## config.mk

```make
export PLATFORM = sky130hd
export DESIGN_NAME = bus_priority_arbiter
export DESIGN_NICKNAME = d
export VERILOG_FILES = /design/src/bus_pkg.sv /design/src/bus_priority_arbiter.sv
export VERILOG_INCLUDE_DIRS = /design/src /design/src/src
export SDC_FILE = /design/constraint.sdc
export NUM_CORES = 1
export LEC_CHECK = 0
export BUFFER_PORTS_ARGS = -buffer_cell sky130_fd_sc_hd__buf_4
export CORE_AREA = 5 5 118 120
export CTS_CLUSTER_SIZE = 28
export DETAILED_ROUTE_END_ITERATION = 12
export DIE_AREA = 0 0 123 125
export GPL_TIMING_DRIVEN = 0
export PLACE_DENSITY_LB_ADDON = 0.08
export SETUP_SLACK_MARGIN = 0.4
export SKIP_LAST_GASP = 1
export SLEW_MARGIN = 5
export SYNTH_ARGS = -nofsm -noshare
export SYNTH_HDL_FRONTEND = slang
export SYNTH_SLANG_ARGS = --single-unit
```

## constraint.sdc

```tcl
create_clock -name i_clk -period 3.7 [get_ports i_clk]
set_input_delay 0.74 -clock i_clk [delete_from_list [all_inputs] [get_ports i_clk]]
set_output_delay 0.74 -clock i_clk [all_outputs]
set_load 0.01 [all_outputs]
```

## src/soc_defs.svh

```systemverilog
`ifndef SOC_DEFS_SVH
`define SOC_DEFS_SVH

// bus widths, word addressed
`define SOC_ADDR_W 30
`define SOC_DATA_W 32
`define SOC_SEL_W 4

// memory depth in words, as an index width
`define SOC_RAM_AW 10

// region select bits of the word address
`define SOC_REGION_HI 29
`define SOC_REGION_LO 21

// region numbers
`define SOC_REGION_MEM 0
`define SOC_REGION_IO 1

// value returned by the ID register
`define SOC_ID_WORD 32'h20191028

`endif

```

## src/bus_pkg.sv

```systemverilog
`include "soc_defs.svh"

package bus_pkg;

    // request from a master, also used on the merged bus and slave ports
    typedef struct packed {
        logic                      cyc;
        logic                      stb;
        logic                      we;
        logic [`SOC_ADDR_W-1:0]    adr;
        logic [`SOC_DATA_W-1:0]    dat;
        logic [`SOC_SEL_W-1:0]     sel;
    } wb_req_t;

    // response back toward a master
    typedef struct packed {
        logic                      ack;
        logic                      err;
        logic                      stall;
        logic [`SOC_DATA_W-1:0]    dat;
    } wb_rsp_t;

endpackage : bus_pkg

```

## src/bus_priority_arbiter.sv

```systemverilog
`timescale 1ns/1ns

module bus_priority_arbiter (
    input  logic              i_clk,
    input  logic              i_arst_n,
    input  bus_pkg::wb_req_t  i_a_req,
    input  bus_pkg::wb_req_t  i_b_req,
    output bus_pkg::wb_rsp_t  o_a_rsp,
    output bus_pkg::wb_rsp_t  o_b_rsp,
    output bus_pkg::wb_req_t  o_req,
    input  bus_pkg::wb_rsp_t  i_rsp
);

    logic r_a_owner;
    logic a_own;

    // A wins outright whenever B is not in a cycle
    assign a_own = r_a_owner || !i_b_req.cyc;

    // B only grabs the bus while A is idle, then holds it until its cyc drops
    always_ff @(posedge i_clk or negedge i_arst_n) begin
        if (!i_arst_n) begin
            r_a_owner <= 1'b1;
        end else if (!i_b_req.cyc) begin
            r_a_owner <= 1'b1;
        end else if (i_b_req.stb && !i_a_req.cyc) begin
            r_a_owner <= 1'b0;
        end
    end

    // owner's request goes straight through
    assign o_req = a_own ? i_a_req : i_b_req;

    // responses steered to the owner only, loser is held off with stall
    always_comb begin
        o_a_rsp = '0;
        o_b_rsp = '0;
        if (a_own) begin
            o_a_rsp.ack   = i_rsp.ack;
            o_a_rsp.err   = i_rsp.err;
            o_a_rsp.stall = i_rsp.stall;
            o_a_rsp.dat   = i_rsp.dat;
            o_b_rsp.stall = i_b_req.stb;
        end else begin
            o_b_rsp.ack   = i_rsp.ack;
            o_b_rsp.err   = i_rsp.err;
            o_b_rsp.stall = i_rsp.stall;
            o_b_rsp.dat   = i_rsp.dat;
            o_a_rsp.stall = i_a_req.stb;
        end
    end

endmodule : bus_priority_arbiter

```

==> results.toml, run 1 <==
[layout]
num_antenna_cells = 0
area_growth_pct = 158
post-route-util = 0.326
nets = 649
drive_gt1_frac = 0.847
multi_input_comb_area_sq_mm = 0.00143
top_register = "r_a_owner"
fillers = 1363
seqCellArea_sq_um = 26.3
design_area_sq_mm = 0.00419
largest_reg_flops = 1
top_regs = "r_a_owner (1)"

[sta]
fmax_mhz = 386
tightest_slew_ns = 0.207
slew_violations = 0
slew_headroom = 0.862
finalCritPeriodShare = 0.699
tns_ns = 0
holdWs_ns = 0.507
finalSetupViolations = 0
skew_ns = 0
layout_min_cycle_time_ns = 2.59
hold_viol = 0
grt_setup_unrepaired = "false"

[power]
power_frac_seq = 0.026
p_sw_uw = 176
p_clk_frac = 0
switching_share = 0.342
p_per_area_mw_per_mm2 = 122
ir_worst_vdd_uv = 64.2
p_leak_uw = 0.00227
power_frac_comb = 0.974
intPower_uw = 338

[routing]
routed_via_density = 3.63
drt-pass1-iter-count = 4
drc = 0
detail_route.iter0.violations = 30
wirelength_um = 10500
drt-wirelength-per-cell_um = 16.2
num_vias = 2352
drtAntennaViolNets = 0

[synthesis]
netlist_area_sq_mm = 0.00162
synth_fp_nets = 334
synth_cells = 159
synth_area_leaders = "mux2_4 (46%), mux2_2 (14%), nor2b_1 (13%)"
syn_area_per_cell_sq_um = 10.2
synthMuxAreaShare = 0.601
synthSimpleGateAreaFrac = 0.278
synth_top_area_cell = "mux2_4"
synth_top_area_frac = 0.462
synth-compound-area-share = 0.00308
synth_top_family_by_area = "multiplexers"
ys_warn_count = 0
synth-seq-cells = 1
yosys.area_share.adder = 0
yosysSeqAreaShare = 0.0162
synth_xor_area_frac = 0
ys_types = 14

[critical_path]
arrival_ns = 1.85
crit_end = "o_req[65]"
critical_path_class = "in2out"
critPathMaxStageDelay_ns = 0.31
critPathRequiredTime_ns = 2.96
end_kind = "output port"
startpoint = "i_b_req[68]"
path_cells = "buf_4 -> nor2b_4 -> buf_6 -> buf_12 -> mux2_4 -> buf_4"
reg2reg_from = "r_a_owner"
cp_slowest_cell = "mux2_4"
crit_cells = 6
cp-start-kind = "input pin"
path_max_fanout = 10
path_buf_inv = 4
reg2reg_to = "r_a_owner"
cp_top_family = "buffers and inverters"
r2r_slack_ns = 2.87
reg2reg_depth = 2
path_common_cell = "buf_4"

[worst_hold_path]
hp-class = "reg2reg"
hold_depth = 2

[global_routing]
antenna_found_initial = 0
gr-total-overflow = 0
grt_use_total = 0.119
grt_max_degree = 11
grt_pass1_wl_um = 14500
grt_pass1_vias = 2498

[placed_design]
gp_congestion = 0.797
portBuffers = 313
place_area_sq_mm = 0.00419
hpwl_um = 9530

[cts]
post_cts_buffers = 0
clock_latency_ns = 0
cts_hold_buffers = 0
path_clk_slew_ns = 0
cts_resized = 0

[floorplanning]
num_rows = 42
initial_core_util = 0.126
die_x_um = 123
fp.dieH_um = 125
core-area_sq_mm = 0.0129
die_area_sq_mm = 0.0154
ios = 314

[flow_run]
cap_violations = 0

[status]
outcome = "complete, no violations"
worst register-to-register path: stages (launching register included):
cell	delay, ns
dfstp_2	0.53
inv_1	0.04
o21ai_0	0.17
cell type report:
class / count / area share
tap: 176 / 0.0525
buffer: 15 / 0.0385
timing repair buffer: 313 / 0.560
sequential: 1 / 0.00626
inverter: 1 / 0.000895
multi-input combinational: 142 / 0.342
worst min path at each step:
stage              start        end  slack, ns
3_5_place_dp   r_a_owner  r_a_owner       0.52
3_3_place_gp   r_a_owner  r_a_owner       0.50
4_1_cts        r_a_owner  r_a_owner       0.52
6_report       r_a_owner  r_a_owner       0.51
2_1_floorplan  r_a_owner  r_a_owner       0.48
5_1_grt        r_a_owner  r_a_owner       0.54
routing by layer:
layer	GRT usage	wire length [um]	up-vias
li1	-	-	1163
met1	0.115	3300	1019
met2	0.246	5720	168
met3	0.0420	1410	2
met4	0.00391	41	0
met5	0	0	-
cell families after synthesis:
logic type	Yosys count
buffers and inverters	16
AO/OA/AOI/OAI	1
multiplexers	70
flip-flops	1
AND/OR/NAND/NOR	71
cell usage in the layout (no fill, tap or decap):
cell	count
nor2b_4	1
and2_1	34
buf_6	1
buf_12	5
dfstp_2	1
nor2b_1	35
mux2_2	20
clkbuf_2	3
or2_1	1
buf_2	4
mux2_4	50
o21ai_0	1
inv_1	1
buf_4	315
through the flow:
step           power (uW)  cells  worst slack, ns
2_1_floorplan         211    159             1.44
4_1_cts               523    648             1.10
6_report              513    648             1.11
5_1_grt               549    648             1.06
3_5_place_dp          521    648             1.11
3_3_place_gp          521    648             1.11
synth_stat cells:
cell type  number
and2_1         34
buf_12          5
buf_2           4
buf_4           2
buf_6           1
clkbuf_2        3
dfstp_2         1
inv_1           1
mux2_2         20
mux2_4         50
nor2b_1        35
nor2b_4         1
o21ai_0         1
or2_1           1
power groups by stage:
stage | Combinational, uW | Clock [uW] | Sequential [uW]
2_1_floorplan | 198 | 0 | 13.0
5_1_grt | 536 | 0 | 13.1
4_1_cts | 509 | 0 | 13.1
3_5_place_dp | 508 | 0 | 13.2
3_3_place_gp | 508 | 0 | 13.1
6_report | 500 | 0 | 13.1
Note: power is estimated with default switching activity, not from simulation.
==> run 2, diff against run 1 <==
--- a/config.mk
+++ b/config.mk
@@ -7,10 +7,10 @@
 export NUM_CORES = 1
 export LEC_CHECK = 0
 export BUFFER_PORTS_ARGS = -buffer_cell sky130_fd_sc_hd__buf_4
-export CORE_AREA = 5 5 118 120
+export CORE_AREA = 5 5 120 122
 export CTS_CLUSTER_SIZE = 28
 export DETAILED_ROUTE_END_ITERATION = 12
-export DIE_AREA = 0 0 123 125
+export DIE_AREA = 0 0 125 127
 export GPL_TIMING_DRIVEN = 0
 export PLACE_DENSITY_LB_ADDON = 0.08
 export SETUP_SLACK_MARGIN = 0.4
==> constraint.sdc (replaced) <==
create_clock -name i_clk -period 2.3 [get_ports i_clk]
set_input_delay 0.46 -clock i_clk [delete_from_list [all_inputs] [get_ports i_clk]]
set_output_delay 0.46 -clock i_clk [all_outputs]
set_load 0.01 [all_outputs]
==> run 2 against run 1 <==
Against the previous run: register-to-register slack worse by 1.4 ns; combinational power up 68%; setup slack worse by 0.79 ns; hold slack worse by 0.11 ns; clock skew unchanged; routed wire length down 2.0%; cell count up 0.62%; highest routed layer unchanged.
==> results.toml, run 2 (synthesis results as in run 1) <==
[status]
outcome = "complete, no violations"

[global_routing]
grt_max_degree = 11
grt_pass1_wl_um = 14600
grt_pass1_vias = 2564
antenna_found_initial = 0
grt_use_total = 0.113
gr-total-overflow = 0

[critical_path]
reg2reg_from = "r_a_owner"
cp_top_family = "buffers and inverters"
path_cells = "buf_6 -> nor2b_4 -> buf_12 -> buf_12 -> mux2_4 -> buf_4"
path_common_cell = "buf_12"
cp-start-kind = "input pin"
critPathMaxStageDelay_ns = 0.31
reg2reg_depth = 2
critical_path_class = "in2out"
critPathRequiredTime_ns = 1.84
r2r_slack_ns = 1.49
end_kind = "output port"
reg2reg_to = "r_a_owner"
path_max_fanout = 10
arrival_ns = 1.51
path_buf_inv = 4
cp_slowest_cell = "mux2_4"

[floorplanning]
core-area_sq_mm = 0.0131
ios = 314
fp.dieH_um = 127
num_rows = 42
die_x_um = 125
die_area_sq_mm = 0.0159
initial_core_util = 0.124

[layout]
top_register = "r_a_owner"
post-route-util = 0.338
area_growth_pct = 172
top_regs = "r_a_owner (1)"
drive_gt1_frac = 0.851
multi_input_comb_area_sq_mm = 0.00144
design_area_sq_mm = 0.00442
nets = 653
fillers = 1373
seqCellArea_sq_um = 26.3
layout.cells.most_common = "buf_4"
final_cell_mix = "buf_4 (301), mux2_4 (50), nor2b_1 (34), and2_1 (34), mux2_2 (20)"
largest_reg_flops = 1
num_antenna_cells = 0

[sta]
slew_headroom = 0.902
fmax_mhz = 506
slew_violations = 0
grt_setup_unrepaired = "true"
layout_min_cycle_time_ns = 1.97
finalSetupViolations = 0
tightest_slew_ns = 0.146
holdWs_ns = 0.394
finalCritPeriodShare = 0.859
tns_ns = 0
hold_viol = 0
skew_ns = 0

[placed_design]
gp_congestion = 0.849
hpwl_um = 8980
place_area_sq_mm = 0.00419
portBuffers = 313

[routing]
detail_route.iter0.violations = 31
drt-wirelength-per-cell_um = 15.7
routed_via_density = 3.68
wirelength_um = 10300
drtAntennaViolNets = 0
drc = 0
num_vias = 2399
drt-pass1-iter-count = 3

[cts]
cts_hold_buffers = 0
clock_latency_ns = 0
path_clk_slew_ns = 0

[power]
ir_worst_vdd_uv = 82.1
p_leak_uw = 0.00234
p_per_area_mw_per_mm2 = 195
total_power_uw = 862

[worst_hold_path]
hp-class = "in2async"

[flow_run]
cap_violations = 0
==> run 2: per-layer routing <==
metal  GRT usage  up-vias  wire length (um)  part of all wire
met5           0        -                 0                 0
met2       0.229      180              5600              0.55
li1            -     1171                 -                 -
met1       0.118     1046              3510              0.34
met4     0.00383        0                43            0.0042
met3      0.0384        2              1110              0.11
==> run 2: layout make-up <==
class                           count  share of cell area
Buffer                             15              0.0547
Inverter                            1            0.000850
Multi-Input combinational cell    142               0.325
Sequential cell                     1             0.00595
Tap cell                          176              0.0498
Timing Repair Buffer              317               0.564
==> run 2: worst max-delay path by stage <==
stage                           end  depth (start not counted)        start
final                     o_req[46]                          6  i_b_req[68]
after global routing      o_req[35]                          6  i_b_req[68]
after CTS                 o_req[67]                          6  i_b_req[68]
after detailed placement  o_req[21]                          6  i_b_req[68]
after global placement    o_req[21]                          6  i_b_req[68]
after floorplan           o_req[17]                          4  i_b_req[68]
==> run 2: repair_timing <==
item | 4_1_cts | 5_1_grt
endpoints found under the setup margin | 107 | 102
cloned | 2 | 1
gates resized for setup | 28 | 10
buffers inserted | 1 | 0
==> run 2: worst register-to-register path: cells and delay by family, from the launching register on <==
family / cells / cell delay [ns]
flops: 1 / 0.53
compound gates: 1 / 0.16
buf+inv: 1 / 0.04
==> run 2: stage by stage <==
step | std cells | setup WS, ns
final | 652 | 0.325
after global placement | 648 | 0.279
after detailed placement | 648 | 0.256
after CTS | 651 | 0.324
after global routing | 652 | 0.283
after floorplan | 159 | 0.598
==> run 2: power by group <==
group | internal (uW) | leakage, uW | switching (uW) | total, uW
registers | 19.9 | 0.0000105 | 1.09 | 21.0
logic | 558 | 0.00233 | 282 | 841
clock network | 0 | 0 | 0 | 0
total | 578 | 0.00234 | 283 | 862
