`src/soc_defs.svh`:
```
`ifndef SOC_DEFS_SVH
`define SOC_DEFS_SVH

// bus widths, word addressed
`define SOC_ADDR_W 30
`define SOC_DATA_W 32
`define SOC_SEL_W 4

// memory depth in words, as an index width
`define SOC_RAM_AW 10

// region select bits of the word address
`define SOC_REGION_HI 29
`define SOC_REGION_LO 21

// region numbers
`define SOC_REGION_MEM 0
`define SOC_REGION_IO 1

// value returned by the ID register
`define SOC_ID_WORD 32'h20191028

`endif

```
`src/bus_pkg.sv`:
```
`include "soc_defs.svh"

package bus_pkg;

    // request from a master, also used on the merged bus and slave ports
    typedef struct packed {
        logic                      cyc;
        logic                      stb;
        logic                      we;
        logic [`SOC_ADDR_W-1:0]    adr;
        logic [`SOC_DATA_W-1:0]    dat;
        logic [`SOC_SEL_W-1:0]     sel;
    } wb_req_t;

    // response back toward a master
    typedef struct packed {
        logic                      ack;
        logic                      err;
        logic                      stall;
        logic [`SOC_DATA_W-1:0]    dat;
    } wb_rsp_t;

endpackage : bus_pkg

```
`src/map_pkg.sv`:
```
package map_pkg;

    // one-hot target of the current request
    typedef struct packed {
        logic mem;
        logic io;
        logic none;
    } dev_sel_t;

    // register offsets inside the io block, word address bits 3..0
    typedef enum logic [3:0] {
        IO_ID       = 4'h0,
        IO_SCRATCH  = 4'h1,
        IO_ERR_ADDR = 4'h2,
        IO_POWER    = 4'h3,
        IO_IRQ      = 4'h4,
        IO_SWITCHES = 4'h5,
        IO_LEDS     = 4'h6
    } io_reg_e;

endpackage : map_pkg

```
`src/io_regs.sv`:
```
`timescale 1ns/1ns
`include "soc_defs.svh"

module io_regs (
    input  logic              i_clk,
    input  logic              i_arst_n,
    input  bus_pkg::wb_req_t  i_req,
    output bus_pkg::wb_rsp_t  o_rsp,
    input  logic              i_err_pulse,
    input  logic [15:0]       i_switches,
    output logic [15:0]       o_leds,
    output logic              o_irq
);

    map_pkg::io_reg_e        offs;
    logic                    hit;
    logic                    wr;
    logic                    ack;
    logic [`SOC_DATA_W-1:0]  rdata;
    logic [`SOC_DATA_W-1:0]  scratch;
    logic [`SOC_ADDR_W-1:0]  err_addr;
    logic [31:0]             power_cnt;
    logic                    irq;
    logic [15:0]             leds;

    assign offs = map_pkg::io_reg_e'(i_req.adr[3:0]);
    assign hit  = i_req.cyc && i_req.stb;
    assign wr   = hit && i_req.we;

    always_ff @(posedge i_clk or negedge i_arst_n) begin
        if (!i_arst_n) begin
            ack      <= 1'b0;
            scratch  <= '0;
            irq      <= 1'b0;
            leds     <= '0;
            err_addr <= '0;
        end else begin
            ack <= hit;
            if (wr && offs == map_pkg::IO_SCRATCH) begin
                for (int b = 0; b < `SOC_SEL_W; b++) begin
                    if (i_req.sel[b]) begin
                        scratch[8*b +: 8] <= i_req.dat[8*b +: 8];
                    end
                end
            end
            if (wr && offs == map_pkg::IO_IRQ) begin
                irq <= i_req.dat[0];
            end
            if (wr && offs == map_pkg::IO_LEDS) begin
                leds <= i_req.dat[15:0];
            end
            // the failing request is still on the bus during the pulse
            if (i_err_pulse) begin
                err_addr <= i_req.adr;
            end
        end
    end

    // free-running uptime, top bit sticks once reached
    always_ff @(posedge i_clk or negedge i_arst_n) begin
        if (!i_arst_n) begin
            power_cnt <= '0;
        end else if (!power_cnt[31]) begin
            power_cnt <= power_cnt + 32'd1;
        end else begin
            power_cnt[30:0] <= power_cnt[30:0] + 31'd1;
        end
    end

    always_ff @(posedge i_clk) begin
        case (offs)
            map_pkg::IO_ID:       rdata <= `SOC_ID_WORD;
            map_pkg::IO_SCRATCH:  rdata <= scratch;
            map_pkg::IO_ERR_ADDR: rdata <= {err_addr, 2'b00};
            map_pkg::IO_POWER:    rdata <= power_cnt;
            map_pkg::IO_IRQ:      rdata <= {31'd0, irq};
            map_pkg::IO_SWITCHES: rdata <= {16'd0, i_switches};
            map_pkg::IO_LEDS:     rdata <= {16'd0, leds};
            default:              rdata <= '0;
        endcase
    end

    assign o_rsp.ack   = ack;
    assign o_rsp.err   = 1'b0;
    assign o_rsp.stall = 1'b0;
    assign o_rsp.dat   = rdata;

    assign o_leds = leds;
    assign o_irq  = irq;

endmodule : io_regs

```
`config.mk`:
```
export PLATFORM = sky130hd
export DESIGN_NAME = io_regs
export DESIGN_NICKNAME = d
export VERILOG_FILES = /design/src/bus_pkg.sv /design/src/map_pkg.sv /design/src/io_regs.sv
export VERILOG_INCLUDE_DIRS = /design/src /design/src/src
export SDC_FILE = /design/constraint.sdc
export NUM_CORES = 1
export LEC_CHECK = 0
export BUFFER_PORTS_ARGS = -buffer_cell sky130_fd_sc_hd__buf_4
export CORE_MARGIN = 1
export CORE_UTILIZATION = 45
export CTS_BUF_LIST = sky130_fd_sc_hd__clkbuf_4 sky130_fd_sc_hd__clkbuf_8 sky130_fd_sc_hd__clkbuf_16
export DETAILED_ROUTE_END_ITERATION = 8
export PLACE_DENSITY = 0.81
export REMOVE_ABC_BUFFERS = 1
export SYNTH_ARGS = -nofsm -noshare
export SYNTH_HDL_FRONTEND = slang
export SYNTH_SLANG_ARGS = --single-unit
```
`constraint.sdc`:
```
create_clock -name i_clk -period 4.2 [get_ports i_clk]
set_clock_uncertainty 0.1 [all_clocks]
set_input_delay 0 -clock i_clk [delete_from_list [all_inputs] [get_ports i_clk]]
set_output_delay 0 -clock i_clk [all_outputs]
set_load 0.03 [all_outputs]
```
==> flow_summary.yaml, run 1 <==
global_route:
  track_usage_pct: 25.1
  grt_max_degree: 80
  grt-ovfl-total: 0
  antenna_found_initial: 0
  grt_pass1_vias: 4964
  grt_pass1_wl_um: 25400
worst_setup_path:
  cp.arrival_ps: 2770
  reg2reg_slack_ps: 2220
  critPathKind: "in2reg"
  reg2reg_from: "power_cnt[0]"
  required_ps: 4400
  startpoint_type: "input pin"
  cp-end-kind: "flip-flop"
  r2r_cells: 5
  r2r-end: "power_cnt[14]"
  critPathMaxFanout: 32
cts:
  cts_sinks: 144
  cts_hold_buf: 92
  cts_tree: "built"
  root_buffer: "clkbuf_16"
  clock_latency_ps: 420
  cts_resized: 0
  htree_levels: 4
  cts_made_buffers: 17
  clk_path_buf_depth: 2
  post_cts_buffers: 0
  clkTransAtPathRegs_ps: 60
finish:
  syn2layout_area_growth_pct: 46.3
  final_common_cell: "buf_4"
  multiInputGateArea_um2: 2380
  fillerInstances: 902
  n_antenna_cell: 0
  final_util_pct: 68.1
  layout-drive-gt1-share_pct: 38.2
  seq_area_um2: 3440
  nets: 780
  layout_common_cells: "140 x buf_4, 112 x dfrtp_1, 92 x dlygate4sd3_1"
yosys:
  synth_edf_count: 0
  ys_ff_latch: 144
  syn_avg_cell_area_um2: 12.8
  yosys_warnings: 0
  syn_inst: 466
  synthFlopType: "dfrtp_1"
  synth_cell_types: 46
  synthArstFlopShare_pct: 77.8
  syn_area_um2: 5950
  ys_seq_area_share_pct: 57.9
sta:
  grt_setup_unrepaired: "no"
  fmax_mhz: 390
  period_needed_ps: 2560
  whs_ps: 33.4
  slew-limit-headroom_pct: 17.1
  drv_slew: 0
  finalCritPeriodShare_pct: 61.0
  tns_ps: 0
  setup_viol: 0
  worstMarginPinSlew_ps: 1240
  hold_viol_final: 0
route:
  drtPass1Iterations: 6
  vias_per_cell: 5.34
  ant_nets: 0
  vias: 4674
  wl_um: 15800
  routedWlPerCell_um: 18.1
  remaining_drc_errors: 0
  drt-initial-drc-count: 419
placement:
  place_congestion: 0.857
  io_buffers: 137
  dpl.hpwl_um: 9970
die:
  die_area_um2: 13700
  rows: 41
  io_pins: 140
  die_h_um: 117
  fp.dieW_um: 117
  design.core.area_um2: 12800
  start_util_pct: 46.6
flow_run:
  cap_violations: 0
status:
  status: "finished, final reports clean"
pwr:
  irDropWorstVdd_mv: 0.272
  cellPowerDensity_nw_per_um2: 425
  p_leak_nw: 4.07
worst_hold_path:
  min_path_type: "in2reg"
  hold_path_depth: 2
  min_from: "i_err_pulse"
  min_to: "err_addr[10]"
[stage by stage]
step	area, µm²	power [mW]	cells	setup slack [ps]
after floorplan	5830	1.73	440	2560
after detailed placement	7100	1.93	752	1800
after CTS	8700	3.71	876	1690
final	8700	3.70	876	1640
after global routing	8700	3.82	876	1470
after global placement	7100	1.92	752	1930
[kinds of logic after synthesis]
family	synth area share, %
DFF	57.9
adders and majority gates	0.210
AOI/OAI and AO/OA	8.18
other	0.0630
xor gates and xnor gates	4.27
buffers and inverters	2.23
muxes	18.4
and+or+nand+nor	8.77
[registers in the layout (all words and copies together), names as in the netlist]
signal     flops
ack            1
rdata         32
power_cnt     32
o_leds        16
scratch       32
err_addr      30
o_irq          1
[metal layers]
metal  global-route usage [%]  vias to the layer above  wire length [µm]
met3                     5.92                       18               778
met2                     41.7                      171              7900
li1                         -                     2157                 -
met1                     32.1                     2328              6950
met5                        0                        -                 0
met4                     9.45                        0               204
[area by class of cell]
| type | instances | area share [%] |
|---|---|---|
| Clock inverter | 9 | 2.01 |
| Inverter | 3 | 0.129 |
| Tap cell | 172 | 2.47 |
| Sequential cell | 144 | 39.6 |
| Multi-Input combinational cell | 293 | 27.3 |
| Clock buffer | 23 | 5.84 |
| Timing Repair Buffer | 232 | 22.7 |
[synth_stat cells (2+ instances only)]
library cell | count | area share (%)
a21oi_1 | 5 | 0.42
a222oi_1 | 10 | 1.7
o31ai_1 | 2 | 0.25
nand2_1 | 12 | 0.76
nand4_1 | 13 | 1.4
buf_4 | 4 | 0.50
buf_2 | 4 | 0.34
and3_1 | 10 | 1.1
clkbuf_1 | 14 | 0.88
nor4_1 | 2 | 0.21
xnor2_1 | 21 | 3.1
mux2_2 | 89 | 17
a22oi_1 | 22 | 2.8
nand3_1 | 14 | 1.2
mux2i_1 | 7 | 1.2
xor2_1 | 8 | 1.2
o21ai_1 | 2 | 0.17
mux2_1 | 2 | 0.38
nand2b_1 | 2 | 0.21
o21ai_0 | 15 | 1.3
dfxtp_1 | 32 | 11
dfrtp_1 | 112 | 47
nor3_1 | 4 | 0.34
a221o_1 | 3 | 0.50
nor2_1 | 20 | 1.3
nor2b_1 | 6 | 0.63
nand2_2 | 4 | 0.42
and4_1 | 3 | 0.44
inv_1 | 3 | 0.19
buf_1 | 5 | 0.32
[worst max-delay path by stage]
stage	from	to	slack (ps)	depth (start not counted)
3_5_place_dp	i_req[36]	o_leds[7]	1800	5
6_report	i_req[37]	o_leds[13]	1640	5
5_1_grt	i_req[37]	rdata[12]	1470	6
4_1_cts	i_req[37]	rdata[12]	1690	6
2_1_floorplan	power_cnt[0]	power_cnt[14]	2560	5
3_3_place_gp	i_req[36]	o_leds[15]	1930	5
[worst max-delay path, cell delays in order]
cell,delay (ps)
dlygate4sd3_1,530
buf_4,350
and3_1,580
and3_1,860
mux2_2,420
[power breakdown]
part / leakage (nW) / switching, mW / total [mW] / internal, mW
combinational: 2.02 / 0.217 / 0.462 / 0.245
sequential: 1.72 / 0.0532 / 1.52 / 1.47
clock: 0.331 / 0.566 / 1.71 / 1.15
(Power assumes the default switching activity.)
==> inputs of run 2 (changes only) <==
--- a/config.mk
+++ b/config.mk
@@ -6,12 +6,13 @@
 export SDC_FILE = /design/constraint.sdc
 export NUM_CORES = 1
 export LEC_CHECK = 0
+export ABC_AREA = 1
 export BUFFER_PORTS_ARGS = -buffer_cell sky130_fd_sc_hd__buf_4
 export CORE_MARGIN = 1
 export CORE_UTILIZATION = 45
 export CTS_BUF_LIST = sky130_fd_sc_hd__clkbuf_4 sky130_fd_sc_hd__clkbuf_8 sky130_fd_sc_hd__clkbuf_16
 export DETAILED_ROUTE_END_ITERATION = 8
-export PLACE_DENSITY = 0.81
+export PLACE_DENSITY = 0.8
 export REMOVE_ABC_BUFFERS = 1
 export SYNTH_ARGS = -nofsm -noshare
 export SYNTH_HDL_FRONTEND = slang
==> constraint.sdc (replaced) <==
create_clock -name i_clk -period 2.4 [get_ports i_clk]
set_clock_uncertainty 0.1 [all_clocks]
set_input_delay 0 -clock i_clk [delete_from_list [all_inputs] [get_ports i_clk]]
set_output_delay 0 -clock i_clk [all_outputs]
set_load 0.03 [all_outputs]
==> flow_summary.yaml, run 2 <==
pwr:
  irDropWorstVdd_mv: 0.485
  p_leak_nw: 4.62
  cellPowerDensity_nw_per_um2: 664
sta:
  whs_ps: 19.4
  slew-limit-headroom_pct: 62.5
  tns_ps: 0
  fmax_mhz: 491
  worstMarginPinSlew_ps: 562
  period_needed_ps: 2030
  finalCritPeriodShare_pct: 84.8
  setup_viol: 0
  grt_setup_unrepaired: "no"
  drv_slew: 0
  hold_viol_final: 0
worst_setup_path:
  path_cells: "dlygate4sd3_1, buf_4, nand2_1, dlygate4sd3_1, inv_2, nand2_1, inv_2, nand3_4, nand2_1, o21ai_2"
  startpoint_type: "input pin"
  cpMostUsedCell: "nand2_1"
  cp_top_family: "buffers and inverters"
  cp_slowest_cell: "dlygate4sd3_1"
  required_ps: 2600
  critPathBufInv: 5
  cp.arrival_ps: 2240
  cpPeakStageDelay_ps: 560
  cp-end-kind: "flip-flop"
  r2r_cells: 8
  critPathKind: "in2reg"
  critPathMaxFanout: 16
  cp_num_cells: 10
route:
  drt-initial-drc-count: 315
  routedWlPerCell_um: 14.5
  ant_nets: 0
  vias: 5949
  remaining_drc_errors: 0
  drtPass1Iterations: 5
  wl_um: 17500
  vias_per_cell: 4.90
cts:
  post_cts_buffers: 0
  clkTransAtPathRegs_ps: 60
  cts_sinks: 144
  root_buffer: "clkbuf_16"
  clock_latency_ps: 420
  cts_made_buffers: 17
  clk_path_buf_depth: 2
  cts_tree: "built"
  htree_levels: 4
die:
  design.core.area_um2: 14500
  die_h_um: 124
  die_area_um2: 15300
  rows: 44
  fp.dieW_um: 124
  io_pins: 140
  start_util_pct: 46.0
yosys:
  synth_top_cell_by_area: "dfrtp_1"
  synth.most_common_cell: "nand2_1"
  syn_avg_cell_area_um2: 8.60
  synth_common_cells: "236 x nand2_1, 117 x inv_1, 112 x dfrtp_1, 49 x o21ai_0, 48 x nor2_1"
  ys_seq_area_share_pct: 51.7
  synth_cell_types: 36
  ys_ff_latch: 144
  syn_inst: 774
  synthTopCellsByArea: "dfrtp_1 42%, nand2_1 13%, dfxtp_1 9.6%"
  syn_area_um2: 6650
  synthFlopType: "dfrtp_1"
  synthArstFlopShare_pct: 77.8
  yosys_warnings: 0
  synth_edf_count: 0
  yosysTopAreaCellShare_pct: 42.1
finish:
  n_antenna_cell: 0
  nets: 1106
  layout-drive-gt1-share_pct: 24.4
  layout_common_cells: "236 x nand2_1, 139 x buf_4, 117 x inv_1"
  syn2layout_area_growth_pct: 42.0
  seq_area_um2: 3440
  final_common_cell: "nand2_1"
  top_regs: "power_cnt (32), rdata (32), scratch (32)"
  fillerInstances: 1152
  multiInputGateArea_um2: 2550
placement:
  dpl.hpwl_um: 10900
  io_buffers: 137
  place_congestion: 0.875
worst_hold_path:
  hold_path_depth: 3
  min_path_type: "in2reg"
global_route:
  grt_pass1_wl_um: 28400
  grt_max_degree: 60
  antenna_found_initial: 0
  grt-ovfl-total: 0
  grt_pass1_vias: 5989
  track_usage_pct: 24.7
status:
  status: "finished, final reports clean"
flow_run:
  cap_violations: 0
[run 2: cell types whose count changed in the layout (fill, tap and decap cells not counted), moves of 10 or more]
cell           before  now
o21ai_2             0   36
dlygate4sd3_1      92  108
nor2_1             20   48
a22oi_1            22    0
inv_1               3  117
and3_1             10    0
o21ai_0            15   49
xnor2_1            21    2
nand2_1            12  236
mux2_2             89    1
a222oi_1           10    0
nand3_1            14   24
[run 2: repair_timing]
item,CTS,global route
setup endpoints to repair,0,1
hold buffers,109,0
gates resized for setup,0,1
endpoints found under the hold margin,208,0
[run 2: worst min-delay path: cells and delay by family]
family / cells / cell delay (ps)
AOI/OAI and AO/OA: 1 / 70
buffers and inverters: 1 / 290
and+or+nand+nor: 1 / 110
[run 2: where the power goes]
part,leakage [nW],internal (mW),switching (mW),total (mW)
clock network,0.297,1.69,0.988,2.68
logic,2.63,0.421,0.505,0.926
registers,1.70,2.59,0.0889,2.68
[run 2: metrics by stage]
stage          instances  worst slack [ps]  utilization, %  area [µm²]  total power, mW
2_1_floorplan        749               958               -        6450             3.11
3_3_place_gp        1073               851            53.5        7740             3.47
3_5_place_dp        1073               789            53.5        7740             3.49
4_1_cts             1214               195            65.2        9450             6.31
5_1_grt             1214               225            65.3        9450             6.51
6_report            1214               365            65.3        9450             6.28
[run 2: area by class of cell]
class / count / area share [%]
inverters: 123 / 4.94
clock buffers: 21 / 4.88
multi-input cells: 482 / 26.9
clock inverters: 11 / 1.47
flip-flops and latches: 144 / 36.4
well taps: 184 / 2.44
repair buffers: 249 / 22.9
[run 2: cells by family (layout without fill, tap and decap cells)]
group,count (synthesis),count (layout),synth area share (%)
simple gates,344,344,22.6
buf+inv,149,404,10.1
flops,144,144,51.7
compound gates,118,118,13.0
xor+xnor,16,16,2.11
fa+ha+maj,1,1,0.188
other cells,1,2,0.0564
mux,1,1,0.169
[run 2: final timing paths]
check	end	slack, ps	startpoint
min	err_addr[26]	20	i_err_pulse
max reg2reg	power_cnt[24]	780	power_cnt[0]
min reg2reg	rdata[17]	380	scratch[17]
max in group asynchronous	o_leds[3]	1770	i_arst_n
min in group asynchronous	err_addr[29]	30	i_arst_n
max	scratch[2]	370	i_req[67]
[run 2: metal layers]
metal | GRT usage (%) | wire length (µm) | vias to the layer above
met5 | 0 | 0 | -
met4 | 10.1 | 428 | 0
met3 | 4.49 | 852 | 33
met2 | 41.4 | 8720 | 180
met1 | 31.3 | 7550 | 2831
li1 | - | - | 2905
