<file path="src/soc_defs.svh">
`ifndef SOC_DEFS_SVH
`define SOC_DEFS_SVH

// bus widths, word addressed
`define SOC_ADDR_W 30
`define SOC_DATA_W 32
`define SOC_SEL_W 4

// memory depth in words, as an index width
`define SOC_RAM_AW 10

// region select bits of the word address
`define SOC_REGION_HI 29
`define SOC_REGION_LO 21

// region numbers
`define SOC_REGION_MEM 0
`define SOC_REGION_IO 1

// value returned by the ID register
`define SOC_ID_WORD 32'h20191028

`endif

</file>
<file path="src/bus_pkg.sv">
`include "soc_defs.svh"

package bus_pkg;

    // request from a master, also used on the merged bus and slave ports
    typedef struct packed {
        logic                      cyc;
        logic                      stb;
        logic                      we;
        logic [`SOC_ADDR_W-1:0]    adr;
        logic [`SOC_DATA_W-1:0]    dat;
        logic [`SOC_SEL_W-1:0]     sel;
    } wb_req_t;

    // response back toward a master
    typedef struct packed {
        logic                      ack;
        logic                      err;
        logic                      stall;
        logic [`SOC_DATA_W-1:0]    dat;
    } wb_rsp_t;

endpackage : bus_pkg

</file>
<file path="src/map_pkg.sv">
package map_pkg;

    // one-hot target of the current request
    typedef struct packed {
        logic mem;
        logic io;
        logic none;
    } dev_sel_t;

    // register offsets inside the io block, word address bits 3..0
    typedef enum logic [3:0] {
        IO_ID       = 4'h0,
        IO_SCRATCH  = 4'h1,
        IO_ERR_ADDR = 4'h2,
        IO_POWER    = 4'h3,
        IO_IRQ      = 4'h4,
        IO_SWITCHES = 4'h5,
        IO_LEDS     = 4'h6
    } io_reg_e;

endpackage : map_pkg

</file>
<file path="src/slave_router.sv">
`timescale 1ns/1ns
`include "soc_defs.svh"

module slave_router (
    input  logic              i_clk,
    input  logic              i_arst_n,
    input  bus_pkg::wb_req_t  i_req,
    output bus_pkg::wb_rsp_t  o_rsp,
    output bus_pkg::wb_req_t  o_mem_req,
    output bus_pkg::wb_req_t  o_io_req,
    input  bus_pkg::wb_rsp_t  i_mem_rsp,
    input  bus_pkg::wb_rsp_t  i_io_rsp,
    output logic              o_err_pulse
);

    localparam int REGION_W = `SOC_REGION_HI - `SOC_REGION_LO + 1;

    map_pkg::dev_sel_t       sel;
    logic [REGION_W-1:0]     region;
    logic                    hit;
    logic                    err_pend;
    logic                    rsp_ack;
    logic                    rsp_err;
    logic [`SOC_DATA_W-1:0]  rsp_dat;

    assign region = i_req.adr[`SOC_REGION_HI:`SOC_REGION_LO];
    assign hit    = i_req.cyc && i_req.stb;

    always_comb begin
        sel.mem  = (region == REGION_W'(`SOC_REGION_MEM));
        sel.io   = (region == REGION_W'(`SOC_REGION_IO));
        sel.none = !sel.mem && !sel.io;
    end

    // same request to both slaves, strobe only to the one addressed
    always_comb begin
        o_mem_req     = i_req;
        o_mem_req.stb = i_req.stb && sel.mem;
        o_io_req      = i_req;
        o_io_req.stb  = i_req.stb && sel.io;
    end

    // io_regs latches the address while this is high
    assign o_err_pulse = hit && sel.none;

    // err goes through one extra stage so it lines up with slave acks
    always_ff @(posedge i_clk or negedge i_arst_n) begin
        if (!i_arst_n) begin
            err_pend <= 1'b0;
            rsp_ack  <= 1'b0;
            rsp_err  <= 1'b0;
        end else begin
            err_pend <= hit && sel.none;
            rsp_ack  <= i_mem_rsp.ack || i_io_rsp.ack;
            rsp_err  <= err_pend || i_mem_rsp.err || i_io_rsp.err;
        end
    end

    // io wins when both could drive
    always_ff @(posedge i_clk) begin
        if (i_io_rsp.ack) begin
            rsp_dat <= i_io_rsp.dat;
        end else if (i_mem_rsp.ack) begin
            rsp_dat <= i_mem_rsp.dat;
        end else begin
            rsp_dat <= '0;
        end
    end

    assign o_rsp.ack   = rsp_ack;
    assign o_rsp.err   = rsp_err;
    assign o_rsp.stall = (sel.mem && i_mem_rsp.stall) || (sel.io && i_io_rsp.stall);
    assign o_rsp.dat   = rsp_dat;

endmodule : slave_router

</file>
<file path="config.mk">
export PLATFORM = sky130hd
export DESIGN_NAME = slave_router
export DESIGN_NICKNAME = d
export VERILOG_FILES = /design/src/bus_pkg.sv /design/src/map_pkg.sv /design/src/slave_router.sv
export VERILOG_INCLUDE_DIRS = /design/src /design/src/src
export SDC_FILE = /design/constraint.sdc
export NUM_CORES = 1
export LEC_CHECK = 0
export ABC_AREA = 1
export BUFFER_PORTS_ARGS = -buffer_cell sky130_fd_sc_hd__buf_2
export CORE_AREA = 3 3 123 125
export CTS_CLUSTER_DIAMETER = 50
export CTS_CLUSTER_SIZE = 28
export DETAILED_ROUTE_END_ITERATION = 8
export DIE_AREA = 0 0 126 128
export HOLD_SLACK_MARGIN = 0.05
export PLACE_DENSITY_LB_ADDON = 0.2
export SETUP_SLACK_MARGIN = 0.02
export SLEW_MARGIN = 20
export SYNTH_ARGS = -nofsm -noshare
export SYNTH_HDL_FRONTEND = slang
export SYNTH_SLANG_ARGS = --single-unit
</file>
<file path="constraint.sdc">
create_clock -name i_clk -period 1.29 [get_ports i_clk]
set_clock_uncertainty 0.15 [all_clocks]
set_input_delay 0 -clock i_clk [delete_from_list [all_inputs] [get_ports i_clk]]
set_output_delay 0 -clock i_clk [all_outputs]
set_load 0.05 [all_outputs]
</file>
==> out/metrics.cfg, run 1 <==
[setup_path]
startpoint = i_req[68]
crit_arrival_ns = 1.06
criticalPathCategory = in2out
slowest_delay_ns = 0.53
crit_chain = dlygate4sd3_1 -> buf_2 -> nand2_1 -> a21oi_2 -> clkbuf_4
worstSetupStartpointType = input port
critPathRequiredTime_ns = 1.14
crit_buf_inv = 3
rr_startpoint = err_pend
path_max_fanout = 3
rr_endpoint = rsp_err
reg2reg_depth = 1
r2r_setup_slack_ns = 0.33
critPathTopFamily = buffers and inverters
crit_slowest_cell = dlygate4sd3_1
cp-end-kind = primary output

[clock_network]
clock_latency_ns = 0.27
clock_path_buffers = 2
cts_tree = done
cts_setup_buffers = 0
cts_made_buffers = 5
cts.sinks = 35
cts_root_buf = clkbuf_16
htreeDepth = 2

[sta]
tns_ns = 0
post-route-period-util_pct = 93.7
rsz0062_at_grt = no
tightest_slew_ns = 0.482
relSlewSlack_pct = 67.8
fin_crit_ns = 1.21
fmax_mhz = 827
hold_ws_ns = -0.150
slew_viol_final = 0
finalHoldViolCount = 117
setup_violations = 0

[power_and_ir_drop]
switching_share_pct = 32.6
clkPwrFrac_pct = 34.5
internal_power_mw = 2.23
switchingPower_mw = 1.08
power.density_nw_per_um2 = 1090
vdd_drop_max_mv = 0.404
p_comb_share_pct = 29.8
power.share.sequential_pct = 35.7
leakage_nw = 1.59

[route]
wirelength_microns = 8370
drt-met1-wl_microns = 2480
route.vias.total = 1967
wl_met2_microns = 4120
first_pass_iters = 4
viasPerCell = 3.53
dr.max_layer_used = met4
met3_length_microns = 1360
detail-route-antenna-nets = 0
drc = 0
drt_iter0_drc = 46
post_drt_wl_per_cell_microns = 15.0

[floorplanning]
fp.dieArea_sq_um = 16100
io-pin-count = 315
core_sq_um = 14000
row_count = 43
die_x_microns = 126
die_y_microns = 128
start_util_pct = 16.7

[place]
dp_hpwl_microns = 6210
placed_area_sq_um = 2160
port_buffers = 140
dp_cells = 476
routabilityCongestion = 0.818

[global_route]
grt_use_total_pct = 9.59
grt_pass1_vias = 2010
antenna_found_initial = 0
grt_start_max_net_pins = 34
grt-ovfl-total = 0
grt_pass1_wl_microns = 12000

[outcome]
violations = hold timing
status = finished with violations

[finish]
final_nets = 517
final_area_sq_um = 3030
areaGrowthSynthToFinish_pct = 30.0
diodes = 0
final_common_cell = buf_2
instances_no_fill = 557
drive_above_1_share_pct = 40.1
mostFrequentLayoutCells = buf_2 (138), dlygate4sd3_1 (72), nand2_1 (70)

[hold_path]
holdPathStages = 0
holdCritPathClass = in2out
hp-start = i_req[30]
min_to = o_io_req[30]

[synth]
syn_avg_cell_area_sq_um = 7.67
seq_area_frac_synth_pct = 30.7
syn_nets = 445
syn_inst = 304
ys_ff_latch = 35
yosys_warnings = 0
post_synth_instance_area_sq_um = 2330
yosysUniqueCellTypes = 14

[job]
maxCapViolations = 0

power by group through the flow:
stage | logic [mW] | registers, mW | clock network (mW)
2_1_floorplan | 1.29 | 1.48 | 0
3_3_place_gp | 0.812 | 1.21 | 0
3_5_place_dp | 0.807 | 1.21 | 0
4_1_cts | 0.984 | 1.19 | 1.20
5_1_grt | 1.05 | 1.19 | 1.23
6_report | 0.987 | 1.18 | 1.14
timing repair:
action                                  in CTS  in global routing
hold buffers                                72                  2
endpoints found under the setup margin       0                  3
resized for setup                            0                  3
hold endpoints to repair                   153                119
metrics by stage:
| stage | total power, mW | worst slack (ns) | hold slack (ns) | utilization, % |
|---|---|---|---|---|
| floorplan | 2.77 | 0.106 | -0.446 | - |
| global placement | 2.02 | 0.226 | -0.343 | 15.4 |
| detailed placement | 2.02 | 0.224 | -0.338 | 15.4 |
| CTS | 3.37 | 0.0361 | -0.150 | 21.6 |
| global route | 3.47 | 0.0204 | -0.150 | 21.7 |
| finish | 3.31 | 0.0807 | -0.150 | 21.7 |
cell families (layout without fill, tap and decap cells):
group / Yosys count / in the layout / share of synthesized area [%]
AOI/OAI and AO/OA: 1 / 1 / 0.214
and+or+nand+nor: 114 / 114 / 20.5
buffers and inverters: 154 / 227 / 48.6
DFF: 35 / 35 / 30.7
synthesized netlist by cell type:
| library cell | instances | area (sq um) |
|---|---|---|
| a21oi_1 | 1 | 5.00 |
| buf_2 | 7 | 35.0 |
| buf_4 | 139 | 1040 |
| buf_6 | 3 | 33.8 |
| dfrtp_1 | 3 | 75.1 |
| dfxtp_1 | 32 | 641 |
| inv_1 | 4 | 15.0 |
| inv_4 | 1 | 6.26 |
| nand2_1 | 70 | 263 |
| nand3_1 | 34 | 170 |
| nor2_1 | 7 | 26.3 |
| nor2_2 | 1 | 6.26 |
| or2_2 | 1 | 6.26 |
| or3_1 | 1 | 6.26 |
worst max path at each step:
stage / endpoint / slack, ns / depth (start not counted)
4_1_cts: rsp_dat[8] / 0.04 / 5
3_3_place_gp: o_io_req[67] / 0.23 / 7
2_1_floorplan: o_io_req[67] / 0.11 / 5
5_1_grt: o_mem_req[67] / 0.02 / 5
3_5_place_dp: o_io_req[67] / 0.22 / 7
6_report: o_err_pulse / 0.08 / 5
sequential cells by signal (all words and copies together), names as in the netlist:
name	cells
rsp_err	1
err_pend	1
rsp_dat	32
rsp_ack	1
final cells by class:
cell class / count / area, sq um
fill: 1554 / 11000
timing repair buffer: 214 / 1450
sequential: 35 / 716
multi-input combinational: 115 / 487
tap: 180 / 225
clock buffer: 7 / 133
inverter: 5 / 21.3
clock inverter: 1 / 5.00
layer usage:
metal | global-route usage [%] | vias up
met3 | 5.63 | 41
met1 | 8.17 | 792
met4 | 6.06 | 0
met2 | 17.1 | 193
li1 | - | 941
met5 | 0 | -
Power figures use the tool's default switching activity.
==> run 2, diff against run 1 <==
--- a/config.mk
+++ b/config.mk
@@ -6,13 +6,13 @@
 export SDC_FILE = /design/constraint.sdc
 export NUM_CORES = 1
 export LEC_CHECK = 0
-export ABC_AREA = 1
+export ABC_AREA = 0
 export BUFFER_PORTS_ARGS = -buffer_cell sky130_fd_sc_hd__buf_2
-export CORE_AREA = 3 3 123 125
+export CORE_AREA = 3 3 121 123
 export CTS_CLUSTER_DIAMETER = 50
 export CTS_CLUSTER_SIZE = 28
 export DETAILED_ROUTE_END_ITERATION = 8
-export DIE_AREA = 0 0 126 128
+export DIE_AREA = 0 0 124 126
 export HOLD_SLACK_MARGIN = 0.05
 export PLACE_DENSITY_LB_ADDON = 0.2
 export SETUP_SLACK_MARGIN = 0.02
==> constraint.sdc (replaced) <==
create_clock -name i_clk -period 1 [get_ports i_clk]
set_clock_uncertainty 0.15 [all_clocks]
set_input_delay 0 -clock i_clk [delete_from_list [all_inputs] [get_ports i_clk]]
set_output_delay 0 -clock i_clk [all_outputs]
set_load 0.05 [all_outputs]
==> run 2 against run 1 <==
Compared with the run above: the flow finishes with violations (hold timing, setup timing); die area fell by 3.1%; non-clock buffer count rose by 7; highest routed layer is now met5; routed wire length rose by 0.21%; critical path depth fell by 1; sequential share of layout area fell by 0.93 points; first-iteration DRC count fell by 17%.
==> out/metrics.cfg, run 2 <==
[outcome]
status = finished with violations
violations = hold timing, setup timing

[route]
viasPerCell = 3.41  ; -3.5%
met3_length_microns = 1620  ; +19%
wirelength_microns = 8390  ; +0.21%
route.vias.total = 1663  ; -15%
first_pass_iters = 4  ; unchanged
drt-met1-wl_microns = 2420  ; -2.5%
detail-route-antenna-nets = 0  ; unchanged
drt_iter0_drc = 38  ; -17%
post_drt_wl_per_cell_microns = 17.2  ; +14%
dr.max_layer_used = met5
drc = 0  ; unchanged
wl_met2_microns = 4060  ; -1.5%

[clock_network]
cts_made_buffers = 5  ; unchanged
htreeDepth = 2  ; unchanged
clk_pin_slew_ns = 0.06
cts.sinks = 35  ; unchanged
cts_tree = done
cts_root_buf = clkbuf_16
clock_latency_ns = 0.28  ; about the same
clock_path_buffers = 2  ; unchanged

[sta]
fmax_mhz = 767
rsz0062_at_grt = yes
worst_slack_ns = -0.304  ; -0.385 ns
setup_violations = 6  ; +6
finalHoldViolCount = 121  ; +3.4%
slew_viol_final = 0  ; unchanged
post-route-period-util_pct = 130
relSlewSlack_pct = 81.7  ; +14 points
hold_ws_ns = -0.238  ; -0.0883 ns
tightest_slew_ns = 0.267  ; -0.216 ns
fin_crit_ns = 1.30

[power_and_ir_drop]
switchingPower_mw = 1.38  ; +28%
power.share.sequential_pct = 34.6  ; -1.1 points
p_comb_share_pct = 31.3  ; +1.5 points
power.density_nw_per_um2 = 1410  ; +29%
vdd_drop_max_mv = 0.515  ; +28%
switching_share_pct = 31.0  ; -1.6 points
clkPwrFrac_pct = 34.1  ; -0.4 points
leakage_nw = 1.52  ; -4.5%
internal_power_mw = 3.07  ; +37%

[hold_path]
holdCritPathClass = in2reg
hp-start = i_mem_rsp[33]

[synth]
yosys_warnings = 0  ; unchanged
syn_avg_cell_area_sq_um = 9.58  ; +25%
syn_nets = 366  ; -18%
post_synth_instance_area_sq_um = 2160  ; -7.6%
seq_area_frac_synth_pct = 33.2  ; +2.5 points
synth_edf_count = 0  ; unchanged
yosysUniqueCellTypes = 16  ; +2
synth_top_area_share_pct = 48.1  ; +3.3 points
ys_ff_latch = 35  ; unchanged
syn_inst = 225  ; -26%
yosysMostFrequentCell = buf_4
synth-async-reset-ratio_pct = 8.57  ; unchanged
ys_top_cells_by_area = buf_4 (48%), dfxtp_1 (30%), a22o_1 (13%), dfrtp_1 (3.5%), or4_4 (1.0%)
synthFlopType = dfxtp_1
synth_top_cell_by_area = buf_4
synth_common_cells = buf_4 (138), dfxtp_1 (32), a22o_1 (31)

[place]
dp_hpwl_microns = 6520  ; +4.9%
dp_cells = 408  ; -14%
routabilityCongestion = 0.683  ; -17%
port_buffers = 140  ; unchanged

[floorplanning]
core_sq_um = 13800  ; -1.5%
die_y_microns = 126  ; -1.6%
fp.dieArea_sq_um = 15600  ; -3.1%
die_x_microns = 124  ; -1.6%
row_count = 43  ; unchanged
start_util_pct = 15.7  ; -1.0 points
io-pin-count = 315  ; unchanged

[setup_path]
critPathRequiredTime_ns = 0.85  ; -0.29 ns
cp-end-kind = primary output
worstSetupStartpointType = input port
path_max_fanout = 4  ; +1
startpoint = i_req[64]
criticalPathCategory = in2out
crit_arrival_ns = 1.15  ; +0.09 ns
rr_startpoint = err_pend

[finish]
drive_above_1_share_pct = 54.2  ; +14 points
diodes = 0  ; unchanged
final_nets = 449  ; -13%
instances_no_fill = 488  ; -12%
largest-register = rsp_dat
areaGrowthSynthToFinish_pct = 46.7
mostFrequentLayoutCells = buf_2 (96), dlygate4sd3_1 (69), buf_4 (40)
largest_reg_flops = 32  ; unchanged
final_common_cell = buf_2

[global_route]
grt-ovfl-total = 0  ; unchanged
grt_pass1_wl_microns = 11000  ; -8.4%
grt_use_total_pct = 9.66  ; +0.067 points
antenna_found_initial = 1  ; +1
grt_pass1_vias = 1768  ; -12%
grt_start_max_net_pins = 28  ; -18%

[job]
maxCapViolations = 0  ; unchanged

## run 2: path summary, 6_finish.rpt
check | slack [ns] | end | depth (start not counted)
worst max register to register | 0.09 | rsp_err | 1
min in group asynchronous | 0.45 | rsp_err | 3
max in group asynchronous | 0.10 | rsp_ack | 3
worst min register to register | 0.28 | rsp_err | 1
worst max-delay path | -0.30 | o_mem_req[67] | 4
worst min-delay path | -0.24 | rsp_err | 2
## run 2: cell families after synthesis
logic type | share of synthesized area, %
flip-flops | 33.2
buffers and inverters | 49.4
multiplexers | 0.464
AO/OA/AOI/OAI | 13.3
AND/OR/NAND/NOR | 3.60
## run 2: final cells by class
cell class	instances	area, sq um
timing repair buffer	221	1670
clock buffer	6	139
multi-input combinational	45	408
clock inverter	1	5.00
fill	1466	10600
tap	180	225
sequential	35	717
## run 2: what timing repair did
action | CTS | global route
setup endpoints to repair | 37 | 12
pin swaps | 5 | 4
resized for setup | 48 | 6
hold endpoints to repair | 154 | 124
buffers inserted | 1 | 3
hold buffers | 68 | 3
## run 2: per-layer routing
metal,vias to the layer above,track usage [%]
met4,2,4.96
li1,773,-
met2,200,17.8
met1,662,6.97
met5,-,0
met3,26,7.14
## run 2: stage by stage
stage | TNS, ns | area (sq um) | setup WS, ns | power [mW] | util, %
floorplan | -1.41 | 2190 | -0.405 | 3.54 | -
global placement | -1.72 | 2120 | -0.427 | 2.62 | 15.4
detailed placement | -1.79 | 2120 | -0.438 | 2.61 | 15.4
CTS | -1.18 | 3100 | -0.314 | 4.47 | 22.5
global route | -1.39 | 3160 | -0.330 | 4.65 | 23.0
finish | -1.22 | 3160 | -0.304 | 4.45 | 23.0
## run 2: power by group through the flow
stage / Clock, mW / Sequential (mW) / Combinational (mW)
after floorplan: 0 / 1.91 / 1.64
after global placement: 0 / 1.56 / 1.06
after detailed placement: 0 / 1.56 / 1.06
after CTS: 1.59 / 1.54 / 1.35
after global routing: 1.63 / 1.55 / 1.47
final: 1.52 / 1.54 / 1.39
## run 2: critical path: stages
cell     delay [ns]
buf_6          0.09
or4_4          0.59
nor4b_4        0.28
buf_6          0.19
